$ cat src/rtl/simd_wrap_defines.svh
`ifndef SIMD_WRAP_DEFINES_SVH
`define SIMD_WRAP_DEFINES_SVH

// ----------------------------------------
// Lane geometry
// ----------------------------------------

// Execution lanes feeding the result path
`define SIMD_LANES 4
`define SIMD_LANE_WIDTH 32
// Start and end of stream marks
`define SIMD_CNTL_WIDTH 2
`define SIMD_TAG_WIDTH 8

// ----------------------------------------
// FIFO sizing
// ----------------------------------------

// Threshold leaves slack for words already in flight
`define SIMD_RESULT_FIFO_DEPTH 8
`define SIMD_RESULT_FIFO_THRESHOLD 6
`define SIMD_TAG_FIFO_DEPTH 4
`define SIMD_TAG_FIFO_THRESHOLD 2

`endif

$ cat src/rtl/simd_wrap_pkg.sv
`include "simd_wrap_defines.svh"

package simd_wrap_pkg;

  // ----------------------------------------
  // Plain vector types
  // ----------------------------------------

  // One lane result word
  typedef logic [`SIMD_LANE_WIDTH-1:0] lane_data_t;
  // Control field riding with each word
  typedef logic [`SIMD_CNTL_WIDTH-1:0] lane_cntl_t;
  // Stream operation tag from the PE controller
  typedef logic [`SIMD_TAG_WIDTH-1:0] op_tag_t;
  // One bit per execution lane
  typedef logic [`SIMD_LANES-1:0] lane_mask_t;

  // ----------------------------------------
  // Bundles
  // ----------------------------------------

  // One entry of a lane result FIFO
  typedef struct packed {
    lane_cntl_t cntl;
    lane_data_t data;
  } lane_result_t;

  // Everything presented to the stack upstream interface
  typedef struct packed {
    op_tag_t                        tag;
    lane_mask_t                     valid;
    lane_result_t [`SIMD_LANES-1:0] lanes;
  } upstream_regs_t;

  // Upstream sequencer states
  typedef enum logic [2:0] {
    WAIT,
    SEND,
    WAIT_COMPLETE,
    WAIT_RELEASE,
    DONE
  } upstream_state_e;

endpackage

$ cat src/rtl/result_fifo.sv
module result_fifo #(
  parameter int DEPTH     = 8,
  parameter int THRESHOLD = 6,
  parameter int WIDTH     = 34
) (
  input  logic             clk,
  input  logic             rst,
  input  logic             write,
  input  logic [WIDTH-1:0] write_data,
  output logic             almost_full,
  output logic             head_valid,
  output logic [WIDTH-1:0] head_data,
  input  logic             pop
);

  localparam int PTR_W = (DEPTH > 1) ? $clog2(DEPTH) : 1;
  localparam int CNT_W = $clog2(DEPTH + 1);

  typedef logic [PTR_W-1:0] ptr_t;
  typedef logic [CNT_W-1:0] count_t;

  // Storage behind the head stage
  logic [WIDTH-1:0] mem [DEPTH];
  ptr_t             wr_ptr;
  ptr_t             rd_ptr;
  // Total occupancy, head stage included
  count_t           count;
  logic             buf_nonempty;
  logic             load_head;
  logic             full;

  // Circular pointer advance
  function automatic ptr_t ptr_inc(input ptr_t ptr);
    return (ptr == ptr_t'(DEPTH - 1)) ? '0 : ptr + 1'b1;
  endfunction

  // Buffer holds something beyond the head entry
  assign buf_nonempty = count > count_t'(head_valid);
  // Refill head when it is empty or being popped
  assign load_head    = (~head_valid | pop) & buf_nonempty;
  assign full         = count == count_t'(DEPTH);
  assign almost_full  = count >= count_t'(THRESHOLD);

  always_ff @(posedge clk)
  begin
    if (write)
      mem[wr_ptr] <= write_data;
  end

  // ----------------------------------------
  // Pointers, count and head stage
  // ----------------------------------------
  always_ff @(posedge clk)
  begin
    if (rst)
    begin
      wr_ptr     <= '0;
      rd_ptr     <= '0;
      count      <= '0;
      head_valid <= 1'b0;
      head_data  <= '0;
    end
    else
    begin
      if (write)
        wr_ptr <= ptr_inc(wr_ptr);
      count <= count + count_t'(write) - count_t'(pop);
      if (load_head)
      begin
        // Next entry shows one cycle after the pop
        head_data  <= mem[rd_ptr];
        head_valid <= 1'b1;
        rd_ptr     <= ptr_inc(rd_ptr);
      end
      else if (pop)
        head_valid <= 1'b0;
    end
  end

  // Writer ignored ready or threshold too close to depth
  a_no_overflow: assert property (@(posedge clk) disable iff (rst) write |-> !full)
    else $error("result_fifo: write into full FIFO");

  // Reader must wait for the head stage
  a_no_underflow: assert property (@(posedge clk) disable iff (rst) pop |-> head_valid)
    else $error("result_fifo: pop with empty head");

endmodule

$ cat src/rtl/simd_wrapper.sv
`include "simd_wrap_defines.svh"

module simd_wrapper (
  input  logic                          clk,
  input  logic                          rst,
  // Results from the stream operation controller
  input  simd_wrap_pkg::lane_mask_t     result_valid,
  input  simd_wrap_pkg::lane_result_t   result [`SIMD_LANES],
  output simd_wrap_pkg::lane_mask_t     result_ready,
  // Tags from the PE controller
  input  logic                          tag_valid,
  input  simd_wrap_pkg::op_tag_t        tag,
  output logic                          tag_ready,
  // Stack upstream interface
  input  logic                          stack_ready,
  input  logic                          stack_complete,
  output simd_wrap_pkg::upstream_regs_t upstream
);

  import simd_wrap_pkg::*;

  lane_mask_t                     lane_almost_full;
  lane_mask_t                     lane_head_valid;
  lane_result_t [`SIMD_LANES-1:0] lane_head;
  logic                           tag_almost_full;
  logic                           tag_head_valid;
  op_tag_t                        tag_head;
  logic                           pop;
  // Stack side inputs after one flop
  logic                           stack_ready_q;
  logic                           stack_complete_q;

  // ----------------------------------------
  // Lane result FIFOs
  // ----------------------------------------
  for (genvar i = 0; i < `SIMD_LANES; i++)
  begin : g_lane
    result_fifo #(
      .DEPTH     (`SIMD_RESULT_FIFO_DEPTH),
      .THRESHOLD (`SIMD_RESULT_FIFO_THRESHOLD),
      .WIDTH     ($bits(lane_result_t))
    ) u_result_fifo (
      .clk         (clk),
      .rst         (rst),
      .write       (result_valid[i]),
      .write_data  (result[i]),
      .almost_full (lane_almost_full[i]),
      .head_valid  (lane_head_valid[i]),
      .head_data   (lane_head[i]),
      .pop         (pop)
    );
  end

  // Controller may send while below threshold
  assign result_ready = ~lane_almost_full;

  // ----------------------------------------
  // Tag FIFO
  // ----------------------------------------
  result_fifo #(
    .DEPTH     (`SIMD_TAG_FIFO_DEPTH),
    .THRESHOLD (`SIMD_TAG_FIFO_THRESHOLD),
    .WIDTH     ($bits(op_tag_t))
  ) u_tag_fifo (
    .clk         (clk),
    .rst         (rst),
    .write       (tag_valid),
    .write_data  (tag),
    .almost_full (tag_almost_full),
    .head_valid  (tag_head_valid),
    .head_data   (tag_head),
    .pop         (pop)
  );

  upstream_seq u_upstream_seq (
    .clk              (clk),
    .rst              (rst),
    .lane_head_valid  (lane_head_valid),
    .tag_head_valid   (tag_head_valid),
    .stack_ready_q    (stack_ready_q),
    .stack_complete_q (stack_complete_q),
    .pop              (pop)
  );

  // ----------------------------------------
  // Input flops and tag ready
  // ----------------------------------------
  always_ff @(posedge clk)
  begin
    if (rst)
    begin
      stack_ready_q    <= 1'b0;
      stack_complete_q <= 1'b0;
      tag_ready        <= 1'b0;
    end
    else
    begin
      stack_ready_q    <= stack_ready;
      stack_complete_q <= stack_complete;
      // Follows tag FIFO fill one cycle late
      tag_ready        <= ~tag_almost_full;
    end
  end

  // ----------------------------------------
  // Upstream output register
  // ----------------------------------------
  always_ff @(posedge clk)
  begin
    if (rst)
      upstream <= '0;
    else if (pop)
    begin
      upstream.tag   <= tag_head;
      upstream.valid <= '1;
      upstream.lanes <= lane_head;
    end
    else
    begin
      // Tag and data hold while only the pulse ends
      upstream.valid <= '0;
    end
  end

  // Each pulse toward the stack lasts exactly one cycle
  a_upstream_pulse: assert property (@(posedge clk) disable iff (rst)
    (|upstream.valid) |=> (upstream.valid == '0))
    else $error("simd_wrapper: upstream valid held longer than one cycle");

endmodule

$ cat src/rtl/upstream_seq.sv
module upstream_seq (
  input  logic                      clk,
  input  logic                      rst,
  input  simd_wrap_pkg::lane_mask_t lane_head_valid,
  input  logic                      tag_head_valid,
  input  logic                      stack_ready_q,
  input  logic                      stack_complete_q,
  output logic                      pop
);

  import simd_wrap_pkg::*;

  upstream_state_e state_q;
  upstream_state_e state_d;
  // Tag and one result in every lane
  logic            all_ready;

  assign all_ready = (&lane_head_valid) & tag_head_valid;

  // ----------------------------------------
  // State register
  // ----------------------------------------
  always_ff @(posedge clk)
  begin
    if (rst)
      state_q <= WAIT;
    else
      state_q <= state_d;
  end

  // ----------------------------------------
  // Next state
  // ----------------------------------------
  always_comb
  begin
    state_d = state_q;
    case (state_q)
      WAIT:
      begin
        // Stack ready is already one cycle old here
        if (all_ready && stack_ready_q)
          state_d = SEND;
      end
      SEND:
      begin
        // Single cycle, output register takes the heads
        state_d = WAIT_COMPLETE;
      end
      WAIT_COMPLETE:
      begin
        if (stack_complete_q)
          state_d = WAIT_RELEASE;
      end
      WAIT_RELEASE:
      begin
        // Hold off until complete drops
        if (!stack_complete_q)
          state_d = DONE;
      end
      DONE:
      begin
        state_d = WAIT;
      end
      default:
      begin
        state_d = WAIT;
      end
    endcase
  end

  // Pops every FIFO together
  assign pop = state_q == SEND;

  // SEND is never held or skipped past the complete wait
  a_send_to_complete: assert property (@(posedge clk) disable iff (rst)
    state_q == SEND |=> state_q == WAIT_COMPLETE)
    else $error("upstream_seq: SEND not followed by WAIT_COMPLETE");

  // All lane FIFOs and the tag FIFO must have a head when popped
  a_pop_heads_valid: assert property (@(posedge clk) disable iff (rst)
    $rose(pop) |-> all_ready)
    else $error("upstream_seq: pop with a missing head");

endmodule

$ cat config.mk
export PLATFORM = sky130hd
export DESIGN_NAME = simd_wrapper
export DESIGN_NICKNAME = d
export VERILOG_FILES = /design/src/rtl/simd_wrap_pkg.sv /design/src/rtl/result_fifo.sv /design/src/rtl/simd_wrapper.sv /design/src/rtl/upstream_seq.sv
export VERILOG_INCLUDE_DIRS = /design/src /design/src/rtl
export SDC_FILE = /design/constraint.sdc
export NUM_CORES = 2
export LEC_CHECK = 0
export BUFFER_PORTS_ARGS = -buffer_cell sky130_fd_sc_hd__buf_2
export CELL_PAD_IN_SITES_DETAIL_PLACEMENT = 1
export CELL_PAD_IN_SITES_GLOBAL_PLACEMENT = 1
export CORE_MARGIN = 2
export CORE_UTILIZATION = 35
export CTS_CLUSTER_SIZE = 14
export DETAILED_ROUTE_END_ITERATION = 16
export PLACE_DENSITY_LB_ADDON = 0.1
export REMOVE_ABC_BUFFERS = 1
export SETUP_SLACK_MARGIN = 0.2
export SLEW_MARGIN = 20
export SYNTH_ARGS = -nofsm -noshare
export SYNTH_HDL_FRONTEND = slang
export SYNTH_SLANG_ARGS = --single-unit
$ cat constraint.sdc
create_clock -name clk -period 6.7 [get_ports clk]
set_clock_uncertainty 0.05 [all_clocks]
set_input_delay 0.335 -clock clk [delete_from_list [all_inputs] [get_ports clk]]
set_output_delay 0.335 -clock clk [all_outputs]
set_load 0.05 [all_outputs]
==> metrics.cfg <==
[run_status]
status=finished clean

[timing]
slew_violations=0
grt_setup_unrepaired=false
final_min_period_over_clock_period_pct=47.1
postLayoutSetupSlackWorst_ns=3.54
setup-violations-final=0
headroom_to_the_max_slew_limit_pct=25.6
tightestPinTransition_ns=1.12
finalCriticalPeriod_ns=3.16
maxClockFrequency_mhz=317
finalHoldViolations=0
fin_tns_setup_ns=0

[yosys]
muxShareOfSynthArea_pct=11.3
ys_seq_elements=1467
synth_common_cells=sky130_fd_sc_hd__edfxtp_1 (1120), sky130_fd_sc_hd__dfxtp_1 (347), sky130_fd_sc_hd__nand2_1 (326), sky130_fd_sc_hd__mux2i_1 (289), sky130_fd_sc_hd__nor2_1 (212)
synth-compound-area-share_pct=5.45
synth.most_common_cell=sky130_fd_sc_hd__edfxtp_1
number_of_instances_in_the_synthesized_netlist=3399
synthArstFlopShare_pct=0
postSynthAreaPerCell_sq_um=16.2
ys_seq_area_share_pct=73.9
synthesis.yosys.warnings=0
netlist.top_cell.by_area=sky130_fd_sc_hd__edfxtp_1
post-synth-top-area-fraction_pct=61.2
arithmetic_cell_share_of_the_synthesized_area_counting_full_adders_half_adders_and_majority_gates_pct=1.28
synth_top_family_by_area=multiplexers
ys_top_cells_by_area=sky130_fd_sc_hd__edfxtp_1 (61%), sky130_fd_sc_hd__dfxtp_1 (13%), sky130_fd_sc_hd__mux4_2 (6.1%), sky130_fd_sc_hd__mux2i_1 (5.3%), sky130_fd_sc_hd__nand2_1 (2.2%)
postSynth.topFlopCell=sky130_fd_sc_hd__edfxtp_1
netlist_area_sq_mm=0.0549
yosys.cell_types.count=40
synthXorXnorAreaFrac_pct=0.159
synth_enable_flop_cells=1120
synth-simple-area-share_pct=5.83

[worst_setup_path]
worstPathArrival_ns=3.73
critical-path-slowest-cell=sky130_fd_sc_hd__or3b_4
crit_path_max_fanout=115
timing.critical_path.to_type=register
critPathTopFamily=simple AND/OR/NAND/NOR gates
critical_path_required_ns=7.27
cell_repeated_most_along_the_worst_path=sky130_fd_sc_hd__nand2_1
critical_path.cell_chain=or3b_4 -> buf_12 -> nand2_1 -> nand2_1 -> ha_1 -> inv_1 -> fa_1 -> xor2_1 -> nor2_1
worstReg2RegStart=u_upstream_seq.state_q[1]
timing.critical_path.slowest_cell_delay_ns=0.71
ff2ff_setup_slack_ns=3.54
worstPathBufferInverterCount=2
count_of_cells_along_the_worst_register_to_register_path=9
worstSetupPathType=reg2reg
startpoint_type=register
r2r_end=g_lane[2].u_result_fifo.count[2]

[routing]
initialDrtViolationCount=1499
num_vias=30300
drt_wl_total_um=141000
drt.antenna.violating_nets=0
drt_drc_violations_left=0
drt-pass1-iter-count=6
route.detailed.vias_per_inst=4.99
wire_per_inst_um=23.3

[global_routing]
grt_antenna_before_repair=12
grt_overflow=0
first_global_vias=32700
gr-usage-all-layers_pct=17.6
first_pass_grt_wire_length_um=212000
grt_max_degree=117

[cts]
total_number_of_h_tree_levels=4
post_cts_buffers=0
clock_latency_ns=0.80
clockBufferDepth=3
clk_transition_reported_paths_ns=0.06
cts_tree=yes
clock_sink_count=1467
cts-root-buf=sky130_fd_sc_hd__clkbuf_16
numCtsBuffers=163

[die]
die_footprint_sq_mm=0.160
core_area_sq_mm=0.156
pin_count=306
die_h_um=400
die_width_um=400
floorplan.initialDensity_pct=35.2
placementRows=145

[layout]
finalCoreUtilization_pct=42.0
area.growth.synth_to_final_pct=19.3
drive_above_1_share_pct=20.7
design.final.nets=4083
finish.cell_count_without_fillers=6080
layout.filler_cells=15400

[pwr]
power_leakage_nw=21.6
power_per_cell_area_mw_per_mm2=365
maximum_vdd_drop_mv=0.236

[place]
io_buffer_count=305
gpl.final_weighted_congestion=0.672
dp_cells=5617
detailedPlace.worstSlack_ns=3.49
detailedPlacementHpwl_um=73100

[flow_run]
drv_cap=0

[hold_path]
hp-start=tag[3]
holdCritPathClass=in2reg
holdPathStages=2
worstHoldEndpoint=u_tag_fifo.mem[3][3]

[per-stage QoR]
stage | area, sq um | total power (W) | hold slack (ns)
finish | 65600 | 0.0239 | 0.259
global placement | 58800 | 0.0155 | 0.389
global route | 65600 | 0.0251 | 0.250
CTS | 65500 | 0.0243 | 0.191
floorplan | 53900 | 0.0141 | 0.352
detailed placement | 58800 | 0.0155 | 0.395
[logic make-up (layout without fill, tap and decap cells)]
family                   Yosys count  in the layout
flip-flops                      1467           1467
XOR/XNOR                          10             10
AO/OA/AOI/OAI                    456            456
AND/OR/NAND/NOR                  737            737
other                              0              3
buffers and inverters            239            859
multiplexers                     437            437
adder cells (fa/ha/maj)           53             53
[flip-flops by register name (all words and copies together) (netlist names)]
name / flops
upstream: 145
stack_ready_q: 1
u_tag_fifo.rd_ptr: 2
u_tag_fifo.mem: 32
g_lane.u_result_fifo.head_data: 136
g_lane.u_result_fifo.rd_ptr: 12
stack_complete_q: 1
u_tag_fifo.wr_ptr: 2
g_lane.u_result_fifo.count: 16
g_lane.u_result_fifo.mem: 1088
g_lane.u_result_fifo.head_valid: 4
u_upstream_seq.state_q: 3
tag_ready: 1
g_lane.u_result_fifo.wr_ptr: 12
u_tag_fifo.count: 3
u_tag_fifo.head_data: 8
u_tag_fifo.head_valid: 1
[layer usage]
layer / global-route usage, % / wire, um / share of wire (%)
met1: 23.2 / 63600 / 45
met5: 0 / 80 / 0.057
met4: 4.69 / 2760 / 2.0
met3: 3.06 / 4870 / 3.4
met2: 30.0 / 70100 / 50
[worst register-to-register path: cells and delay by family (launching register included)]
kind / cells / cell delay, ns
buffers and inverters: 2 / 0.59
xor gates and xnor gates: 1 / 0.19
and+or+nand+nor: 4 / 1.16
adders and majority gates: 2 / 0.57
DFF: 1 / 0.45
[worst max-delay path by stage]
stage,start,to,slack (ns),cells after the start
after floorplan,u_upstream_seq.state_q[2],g_lane[1].u_result_fifo.count[3],0.51,7
after global placement,u_upstream_seq.state_q[1],g_lane[2].u_result_fifo.count[2],3.56,9
after detailed placement,u_upstream_seq.state_q[1],g_lane[2].u_result_fifo.count[2],3.49,9
after CTS,u_upstream_seq.state_q[1],g_lane[2].u_result_fifo.count[2],3.46,9
after global routing,u_upstream_seq.state_q[1],g_lane[2].u_result_fifo.count[2],3.28,9
final,u_upstream_seq.state_q[1],g_lane[2].u_result_fifo.count[2],3.54,9
[placed cells by master (no fill, tap or decap), types with 9 or more instances in the layout]
| cell | instances |
|---|---|
| sky130_fd_sc_hd__nor2b_1 | 9 |
| sky130_fd_sc_hd__nor3_2 | 27 |
| sky130_fd_sc_hd__nand2_1 | 326 |
| sky130_fd_sc_hd__buf_2 | 304 |
| sky130_fd_sc_hd__clkinv_1 | 30 |
| sky130_fd_sc_hd__a211oi_1 | 140 |
| sky130_fd_sc_hd__dfxtp_1 | 338 |
| sky130_fd_sc_hd__nor3_1 | 115 |
| sky130_fd_sc_hd__o22ai_1 | 132 |
| sky130_fd_sc_hd__clkbuf_1 | 42 |
| sky130_fd_sc_hd__mux2i_1 | 289 |
| sky130_fd_sc_hd__inv_1 | 27 |
| sky130_fd_sc_hd__a21oi_1 | 170 |
| sky130_fd_sc_hd__ha_1 | 48 |
| sky130_fd_sc_hd__edfxtp_1 | 1120 |
| sky130_fd_sc_hd__buf_4 | 64 |
| sky130_fd_sc_hd__clkbuf_16 | 167 |
| sky130_fd_sc_hd__nor2_4 | 24 |
| sky130_fd_sc_hd__mux4_2 | 148 |
| sky130_fd_sc_hd__clkinv_2 | 34 |
| sky130_fd_sc_hd__nor2_1 | 188 |
| sky130_fd_sc_hd__nand2b_1 | 23 |
| sky130_fd_sc_hd__dlygate4sd3_1 | 152 |
[layout make-up]
cell class	count	area, sq um	share of cell area, %
well taps	2058	2570	3.93
diodes	3	7.51	0.0115
clock inverters	93	796	1.21
multi-input cells	1693	13500	20.5
flip-flops and latches	1467	40600	61.9
repair buffers	525	3630	5.53
clock buffers	214	4410	6.72
inverters	27	101	0.155
[report_power, final]
group / switching [W] / internal, W
clock: 0.00373 / 0.00494
sequential: 0.000584 / 0.0104
combinational: 0.00247 / 0.00179
[repair_timing]
action	CTS	global route
hold buffers	152	0
endpoints found under the hold margin	1195	0
resized for setup	0	0
(Power assumes the default switching activity.)
